<file path="src/hdl/mem_arb_settings.svh">
`default_nettype none

`ifndef MEM_ARB_SETTINGS_SVH
`define MEM_ARB_SETTINGS_SVH

////////////////////////////////////////
// Memory port widths
////////////////////////////////////////

// Transaction tag width, tag zero means no transaction
`define MEM_TAG_BITS 4

// Byte address
`define ADDR_BITS 32

// One memory block per transfer
`define BLOCK_BITS 64

////////////////////////////////////////
// Arbitration
////////////////////////////////////////

// Denied cycles before instruction fetch turns urgent
`define STARVE_LIMIT 6

`endif

`default_nettype wire

</file>
<file path="src/hdl/mem_arb_pkg.sv">
`include "mem_arb_settings.svh"
`default_nettype none

package mem_arb_pkg;

    // Command driven on the memory port
    typedef enum logic [1:0] {
        MEM_NONE  = 2'h0,
        MEM_LOAD  = 2'h1,
        MEM_STORE = 2'h2
    } mem_command_t;

    // Requester that owns a command
    typedef enum logic [1:0] {
        SRC_WB    = 2'h0,
        SRC_DLOAD = 2'h1,
        SRC_ILOAD = 2'h2
    } mem_src_t;

    typedef logic [`MEM_TAG_BITS-1:0] mem_tag_t;
    typedef logic [`ADDR_BITS-1:0]    addr_t;
    typedef logic [`BLOCK_BITS-1:0]   block_t;

    // Dirty writeback, address plus block
    typedef struct packed {
        addr_t  addr;
        block_t data;
    } wb_req_t;

    // Loads carry an address only
    typedef struct packed {
        addr_t addr;
    } load_req_t;

endpackage

`default_nettype wire

</file>
<file path="src/hdl/issue_if.sv">
`default_nettype none

// Issue record of an accepted load
interface issue_if;
    import mem_arb_pkg::*;

    // One pulse per load the memory accepted
    logic     issue_fire;
    // Who asked for it
    mem_src_t issue_src;
    // Tag the memory handed out
    mem_tag_t issue_tag;

    // Arbiter side
    modport ctrl (
        output issue_fire,
        output issue_src,
        output issue_tag
    );

    // Tag table side
    modport tbl (
        input issue_fire,
        input issue_src,
        input issue_tag
    );
endinterface

`default_nettype wire

</file>
<file path="src/hdl/req_slot.sv">
`default_nettype none

module req_slot #(
    parameter type payload_t = logic
) (
    input  logic     clock,
    input  logic     arst_n,
    input  logic     in_valid,
    input  payload_t in_payload,
    output logic     in_ready,
    input  logic     take,
    output logic     full,
    output payload_t payload
);

    logic load_en;

    // Room only while empty
    assign in_ready = !full;
    assign load_en  = in_valid && in_ready;

    // Occupancy flag
    always_ff @(posedge clock or negedge arst_n) begin
        if (!arst_n) begin
            full <= 1'b0;
        end else if (load_en) begin
            full <= 1'b1;
        end else if (take) begin
            // Memory accepted the held command
            full <= 1'b0;
        end
    end

    // Held request, stable until taken
    always_ff @(posedge clock) begin
        if (load_en) begin
            payload <= in_payload;
        end
    end

endmodule

`default_nettype wire

</file>
<file path="src/hdl/starve_timer.sv">
`include "mem_arb_settings.svh"
`default_nettype none

module starve_timer (
    input  logic clock,
    input  logic arst_n,
    input  logic waiting,
    input  logic served,
    output logic expired
);

    // Wide enough to hold the limit itself
    localparam int COUNT_BITS = $clog2(`STARVE_LIMIT + 1);
    localparam logic [COUNT_BITS-1:0] LIMIT = COUNT_BITS'(`STARVE_LIMIT);

    logic [COUNT_BITS-1:0] count;

    // Denied cycles of the instruction slot
    always_ff @(posedge clock or negedge arst_n) begin
        if (!arst_n) begin
            count <= '0;
        end else if (served) begin
            count <= '0;
        end else if (waiting && (count != LIMIT)) begin
            // Saturates at the limit
            count <= count + 1'b1;
        end
    end

    // Stays high until the slot is served
    assign expired = (count == LIMIT);

endmodule

`default_nettype wire

</file>
<file path="src/hdl/arb_fsm.sv">
`default_nettype none

module arb_fsm (
    input  logic                      clock,
    input  logic                      arst_n,
    input  logic                      wb_full,
    input  logic                      dload_full,
    input  logic                      iload_full,
    input  mem_arb_pkg::wb_req_t      wb_payload,
    input  mem_arb_pkg::load_req_t    dload_payload,
    input  mem_arb_pkg::load_req_t    iload_payload,
    input  logic                      starve_expired,
    input  mem_arb_pkg::mem_tag_t     mem_transaction_tag,
    output logic                      wb_take,
    output logic                      dload_take,
    output logic                      iload_take,
    output mem_arb_pkg::mem_command_t mem_command,
    output mem_arb_pkg::addr_t        mem_addr,
    output mem_arb_pkg::block_t       mem_data,
    issue_if.ctrl                     issue
);
    import mem_arb_pkg::*;

    typedef enum logic {
        NORMAL = 1'b0,
        URGENT = 1'b1
    } state_t;

    state_t   state;
    state_t   state_next;
    mem_src_t win_src;
    logic     win_valid;
    logic     accept;

    ////////////////////////////////////////
    // Winner selection
    ////////////////////////////////////////

    always_comb begin
        win_valid = 1'b1;
        win_src   = SRC_WB;
        // Urgent fetch jumps the queue
        if ((state == URGENT) && iload_full) begin
            win_src = SRC_ILOAD;
        end else if (wb_full) begin
            win_src = SRC_WB;
        end else if (dload_full) begin
            win_src = SRC_DLOAD;
        end else if (iload_full) begin
            win_src = SRC_ILOAD;
        end else begin
            win_valid = 1'b0;
        end
    end

    // Memory command from the winner
    always_comb begin
        mem_command = MEM_NONE;
        mem_addr    = '0;
        mem_data    = '0;
        if (win_valid) begin
            case (win_src)
                SRC_WB: begin
                    mem_command = MEM_STORE;
                    mem_addr    = wb_payload.addr;
                    mem_data    = wb_payload.data;
                end
                SRC_DLOAD: begin
                    mem_command = MEM_LOAD;
                    mem_addr    = dload_payload.addr;
                end
                default: begin
                    mem_command = MEM_LOAD;
                    mem_addr    = iload_payload.addr;
                end
            endcase
        end
    end

    // Nonzero tag means the memory took it, stores included
    assign accept     = win_valid && (mem_transaction_tag != '0);
    assign wb_take    = accept && (win_src == SRC_WB);
    assign dload_take = accept && (win_src == SRC_DLOAD);
    assign iload_take = accept && (win_src == SRC_ILOAD);

    // Loads only go to the tag table
    assign issue.issue_fire = accept && (win_src != SRC_WB);
    assign issue.issue_src  = win_src;
    assign issue.issue_tag  = mem_transaction_tag;

    ////////////////////////////////////////
    // Urgent fetch FSM
    ////////////////////////////////////////

    always_comb begin
        state_next = state;
        case (state)
            NORMAL: begin
                // A fetch served this cycle needs no boost
                if (starve_expired && !iload_take) begin
                    state_next = URGENT;
                end
            end
            default: begin
                if (iload_take) begin
                    state_next = NORMAL;
                end
            end
        endcase
    end

    always_ff @(posedge clock or negedge arst_n) begin
        if (!arst_n) begin
            state <= NORMAL;
        end else begin
            state <= state_next;
        end
    end

endmodule

`default_nettype wire

</file>
<file path="src/hdl/tag_table.sv">
`default_nettype none

module tag_table (
    input  logic                  clock,
    input  logic                  arst_n,
    input  mem_arb_pkg::mem_tag_t mem_data_tag,
    input  mem_arb_pkg::block_t   mem_rdata,
    issue_if.tbl                  issue,
    output logic                  dload_resp_valid,
    output logic                  iload_resp_valid,
    output mem_arb_pkg::block_t   dload_resp_data,
    output mem_arb_pkg::block_t   iload_resp_data
);
    import mem_arb_pkg::*;

    // One entry per tag value, entry zero never filled
    localparam int TAG_COUNT = 2 ** $bits(mem_tag_t);

    logic [TAG_COUNT-1:0] entry_valid;
    mem_src_t             entry_src [TAG_COUNT];
    logic                 resp_hit;
    mem_src_t             resp_src;
    logic                 hit_dload;
    logic                 hit_iload;

    // Lookup of the returning tag
    assign resp_hit  = (mem_data_tag != '0) && entry_valid[mem_data_tag];
    assign resp_src  = entry_src[mem_data_tag];
    assign hit_dload = resp_hit && (resp_src == SRC_DLOAD);
    assign hit_iload = resp_hit && (resp_src == SRC_ILOAD);

    ////////////////////////////////////////
    // Outstanding loads
    ////////////////////////////////////////

    always_ff @(posedge clock or negedge arst_n) begin
        if (!arst_n) begin
            entry_valid <= '0;
        end else begin
            if (resp_hit) begin
                entry_valid[mem_data_tag] <= 1'b0;
            end
            // Tag reused on the same edge stays live
            if (issue.issue_fire) begin
                entry_valid[issue.issue_tag] <= 1'b1;
            end
        end
    end

    always_ff @(posedge clock) begin
        if (issue.issue_fire) begin
            entry_src[issue.issue_tag] <= issue.issue_src;
        end
    end

    ////////////////////////////////////////
    // Response registers
    ////////////////////////////////////////

    // Single cycle pulse, one cycle after the tag
    always_ff @(posedge clock or negedge arst_n) begin
        if (!arst_n) begin
            dload_resp_valid <= 1'b0;
            iload_resp_valid <= 1'b0;
        end else begin
            dload_resp_valid <= hit_dload;
            iload_resp_valid <= hit_iload;
        end
    end

    always_ff @(posedge clock) begin
        if (hit_dload) begin
            dload_resp_data <= mem_rdata;
        end
        if (hit_iload) begin
            iload_resp_data <= mem_rdata;
        end
    end

endmodule

`default_nettype wire

</file>
<file path="src/hdl/mem_arbiter.sv">
`default_nettype none

module mem_arbiter (
    input  logic                      clock,
    input  logic                      arst_n,
    // Dirty writeback requester
    input  logic                      wb_valid,
    output logic                      wb_ready,
    input  mem_arb_pkg::addr_t        wb_addr,
    input  mem_arb_pkg::block_t       wb_data,
    // Data load requester
    input  logic                      dload_valid,
    output logic                      dload_ready,
    input  mem_arb_pkg::addr_t        dload_addr,
    // Instruction load requester
    input  logic                      iload_valid,
    output logic                      iload_ready,
    input  mem_arb_pkg::addr_t        iload_addr,
    // Load responses
    output logic                      dload_resp_valid,
    output mem_arb_pkg::block_t       dload_resp_data,
    output logic                      iload_resp_valid,
    output mem_arb_pkg::block_t       iload_resp_data,
    // Memory port
    output mem_arb_pkg::mem_command_t mem_command,
    output mem_arb_pkg::addr_t        mem_addr,
    output mem_arb_pkg::block_t       mem_data,
    input  mem_arb_pkg::mem_tag_t     mem_transaction_tag,
    input  mem_arb_pkg::mem_tag_t     mem_data_tag,
    input  mem_arb_pkg::block_t       mem_rdata
);
    import mem_arb_pkg::*;

    wb_req_t   wb_in;
    wb_req_t   wb_payload;
    load_req_t dload_in;
    load_req_t dload_payload;
    load_req_t iload_in;
    load_req_t iload_payload;
    logic      wb_full;
    logic      dload_full;
    logic      iload_full;
    logic      wb_take;
    logic      dload_take;
    logic      iload_take;
    logic      starve_expired;

    issue_if issue_bus ();

    // Pack requester fields into slot payloads
    assign wb_in.addr    = wb_addr;
    assign wb_in.data    = wb_data;
    assign dload_in.addr = dload_addr;
    assign iload_in.addr = iload_addr;

    ////////////////////////////////////////
    // Request slots
    ////////////////////////////////////////

    req_slot #(.payload_t(wb_req_t)) wb_slot (
        .clock(clock), .arst_n(arst_n),
        .in_valid(wb_valid), .in_payload(wb_in), .in_ready(wb_ready),
        .take(wb_take), .full(wb_full), .payload(wb_payload)
    );

    req_slot #(.payload_t(load_req_t)) dload_slot (
        .clock(clock), .arst_n(arst_n),
        .in_valid(dload_valid), .in_payload(dload_in), .in_ready(dload_ready),
        .take(dload_take), .full(dload_full), .payload(dload_payload)
    );

    req_slot #(.payload_t(load_req_t)) iload_slot (
        .clock(clock), .arst_n(arst_n),
        .in_valid(iload_valid), .in_payload(iload_in), .in_ready(iload_ready),
        .take(iload_take), .full(iload_full), .payload(iload_payload)
    );

    // Fetch waits while its slot is full and untaken
    starve_timer fetch_timer (
        .clock(clock), .arst_n(arst_n),
        .waiting(iload_full), .served(iload_take), .expired(starve_expired)
    );

    ////////////////////////////////////////
    // Arbitration and response routing
    ////////////////////////////////////////

    arb_fsm arb (
        .clock(clock), .arst_n(arst_n),
        .wb_full(wb_full), .dload_full(dload_full), .iload_full(iload_full),
        .wb_payload(wb_payload), .dload_payload(dload_payload),
        .iload_payload(iload_payload), .starve_expired(starve_expired),
        .mem_transaction_tag(mem_transaction_tag),
        .wb_take(wb_take), .dload_take(dload_take), .iload_take(iload_take),
        .mem_command(mem_command), .mem_addr(mem_addr), .mem_data(mem_data),
        .issue(issue_bus)
    );

    tag_table tags (
        .clock(clock), .arst_n(arst_n),
        .mem_data_tag(mem_data_tag), .mem_rdata(mem_rdata), .issue(issue_bus),
        .dload_resp_valid(dload_resp_valid), .iload_resp_valid(iload_resp_valid),
        .dload_resp_data(dload_resp_data), .iload_resp_data(iload_resp_data)
    );

endmodule

`default_nettype wire

</file>
<file path="config.mk">
export PLATFORM = sky130hd
export DESIGN_NAME = mem_arbiter
export DESIGN_NICKNAME = d
export VERILOG_FILES = /design/src/hdl/mem_arb_pkg.sv /design/src/hdl/issue_if.sv /design/src/hdl/req_slot.sv /design/src/hdl/starve_timer.sv /design/src/hdl/arb_fsm.sv /design/src/hdl/tag_table.sv /design/src/hdl/mem_arbiter.sv
export VERILOG_INCLUDE_DIRS = /design/src /design/src/hdl
export SDC_FILE = /design/constraint.sdc
export NUM_CORES = 1
export LEC_CHECK = 0
export BUFFER_PORTS_ARGS = -buffer_cell sky130_fd_sc_hd__buf_4
export CAP_MARGIN = 0
export CORE_AREA = 2 2 183 185
export DETAILED_ROUTE_END_ITERATION = 16
export DIE_AREA = 0 0 185 187
export PLACE_DENSITY_LB_ADDON = 0.3
export SETUP_SLACK_MARGIN = 0.15
export SYNTH_ARGS = -nofsm -noshare
export SYNTH_HDL_FRONTEND = slang
export SYNTH_SLANG_ARGS = --single-unit
</file>
<file path="constraint.sdc">
create_clock -name clock -period 7.39 [get_ports clock]
set_input_delay 1.478 -clock clock [delete_from_list [all_inputs] [get_ports clock]]
set_output_delay 1.478 -clock clock [all_outputs]
set_load 0.1 [all_outputs]
</file>
==> flow_summary.yaml <==
yosys:
  post-synth-top-area-cell: "edfxtp_1"
  yosysMostFrequentCell: "edfxtp_1"
  synth_cells: 710
  yosys-top-cells-count: "edfxtp_1, and3_1, nor2_1"
  synthFlopType: "edfxtp_1"
  synth.area.top_cells: "edfxtp_1, dfrtp_1, and3_1"
  synthArstFlopShare_pct: 6.977
  yosys_warnings: 0
  synth_top_area_share_pct: 77.39
  ys_seq_area_share_pct: 82.22
  synth_seq_cells: 344
  ys_types: 38
  syn_avg_cell_area_um2: 17.49
  synth_edf_count: 320
  syn_area_mm2: 0.01242
cts:
  cts.hold.buffers_added: 0
  cts_tree: "built"
  clock-sinks: 344
  htree_levels: 2
  insertion_delay_ps: 500
  clk_pin_slew_ps: 60
  cts_resized: 0
  numCtsBuffers: 36
  root_buffer: "clkbuf_16"
  post_cts_buffers: 0
  clock_path_buffers: 3
layout:
  area_growth_pct: 41.66
  final_cells: 1656
  drive_gt1_share_pct: 44.90
  fin_nets: 1422
  fill_cells: 2735
  stdcell_area_mm2: 0.01759
place:
  place_hpwl_mm: 23.33
  io_buffers: 467
  place_area_mm2: 0.01642
  placed_cells: 1593
  place_congestion: 0.8079
setup_path:
  r2r_cells: 5
  rrSetupSlack_ps: 4340
  cp_common_cell: "buf_4"
  setup.worst_path.end_class: "output pin"
  crit_buf_inv: 3
  slowest_delay_ps: 630
  path_max_fanout: 65
  cp.required_ps: 5910
  reg2reg_to: "tags.iload_resp_data[53]"
  worstReg2RegStart: "tags.entry_src[1][0]"
  cp-start-kind: "register"
  crit_chain: "nand2_2 > buf_4 > nand2_1 > buf_4 > nand2_1 > a311oi_1 > buf_4"
  crit_family: "buffers and inverters"
  arrival_ps: 3680
  cp_slowest_cell: "dfrtp_1"
  worst-setup-path-type: "reg -> out"
floorplanning:
  ios: 468
  core-area_mm2: 0.03286
  die_h_um: 187
  start_util_pct: 37.79
  dieArea_mm2: 0.03460
  rows: 67
  die_w_um: 185
grt:
  grt_usage_pct: 18.01
  grt_most_used_layer: "met2"
  antenna_found_initial: 3
  met3_usage_pct: 6.114
  grt_start_max_net_pins: 73
  grt_use_met2_pct: 30.51
  grt_pass1_wl_mm: 47.07
  grt_pass1_vias: 8003
  overflow: 0
  grt_use_met1_pct: 21.27
route:
  postRouteAntennaNets: 0
  drt_wl_total_mm: 32.17
  avgViaCountPerCell: 4.777
  dr.pass1.iters: 5
  dr.first_iter.drc_count: 466
  drcViolationCount: 0
  wl_per_cell_um: 19.43
  vias: 7911
min_path:
  min_to: "tags.entry_valid[6]"
  worstHoldPathCells: 1
  hold_start: "tags.entry_valid[6]"
  hold_path.class: "reg -> reg"
timing:
  clock_skew_ps: 19.14
  slew_violations: 0
  max_slew_margin_pct: 31.22
  fmax_mhz: 193.7
  setup_tns_ps: 0
  post-route-period-util_pct: 69.85
  setup_violations: 0
  rsz0062_at_grt: "no"
  hold_viol: 0
  tightest_slew_ps: 1032
  fin_crit_ps: 5162
flow_run:
  drv_cap: 0
run_status:
  run_status: "finished, final reports clean"
[placed cells by master, fill, tap and decap left out, types with 3 or more instances in the layout]
cell,n
a311oi_1,32
inv_1,10
clkbuf_16,37
dfrtp_1,23
edfxtp_1,320
nor3_1,3
mux4_1,5
o2111ai_1,3
buf_4,477
and3_1,64
nor2b_2,3
a21o_1,11
nand2_1,50
a21oi_1,5
mux2i_1,6
clkinv_1,9
nor2_1,58
clkbuf_1,6
clkinv_2,3
mux4_2,6
nand2b_1,3
nand3_1,35
nor2b_1,4
bufinv_16,5
o21ai_0,3
[how the worst max path moves through the flow]
stage | cells after the start | startpoint | slack, ps | to
final | 7 | iload_slot.full | 2230 | mem_addr[3]
after global routing | 6 | wb_slot.full | 1950 | mem_addr[5]
after CTS | 7 | iload_slot.full | 2120 | mem_addr[3]
after detailed placement | 7 | iload_slot.full | 2670 | mem_addr[3]
after global placement | 7 | iload_slot.full | 2710 | mem_addr[3]
after floorplan | 1 | wb_valid | 1170 | wb_slot.payload[0]
[routing by layer]
metal	vias to the layer above	wire [um]	part of all wire, %
met5	-	0	0
met4	0	1081	3.4
met3	62	3301	10
met2	413	15860	49
met1	3748	11930	37
li1	3688	-	-
[sequential cells by signal, indices dropped and copies added, names as in the netlist]
name and count:
fetch_timer.count 3, tags.dload_resp_valid 1, iload_slot.payload 32, tags.iload_resp_data 64
tags.dload_resp_data 64, wb_slot.full 1, iload_slot.full 1, tags.entry_valid 15
tags.iload_resp_valid 1, dload_slot.payload 32, dload_slot.full 1, arb.state 1
tags.entry_src 32, wb_slot.payload 96
[final cells by class]
class | instances | area (um^2) | share of cell area [%]
Sequential cell | 344 | 10210 | 58.05
Timing Repair Buffer | 477 | 3581 | 20.36
Multi-Input combinational cell | 314 | 2032 | 11.55
Clock buffer | 43 | 948.4 | 5.392
Tap cell | 448 | 560.5 | 3.187
Clock inverter | 19 | 216.5 | 1.231
Inverter | 10 | 37.54 | 0.2134
Antenna cell | 1 | 2.502 | 0.01423
[worst reg2reg max path, cell delays in order (launching register included)]
cell      delay, ps
edfxtp_1        380
mux4_1          520
a22o_1          220
a221oi_2        280
and3_2          690
buf_4           570
[cell families after synthesis]
logic type / Yosys count / synth area share [%]
simple gates: 229 / 8.999
other cells: 1 / 0.03020
buf+inv: 53 / 1.814
xor+xnor: 1 / 0.07055
compound gates: 63 / 4.031
flops: 344 / 82.22
fa+ha+maj: 2 / 0.2015
mux: 17 / 2.630
[stage by stage]
stage          worst slack (ps)  utilization (%)  hold WS (ps)
6_report                   2228            53.53         474.8
5_1_grt                    1949            53.53         490.2
4_1_cts                    2124            53.52         479.3
3_5_place_dp               2673            49.97         465.2
3_3_place_gp               2713            49.97         457.0
2_1_floorplan              1169                -         442.9
Power is not shown: default switching activity piles up to over one toggle a cycle in this logic, so the estimate is an artifact.
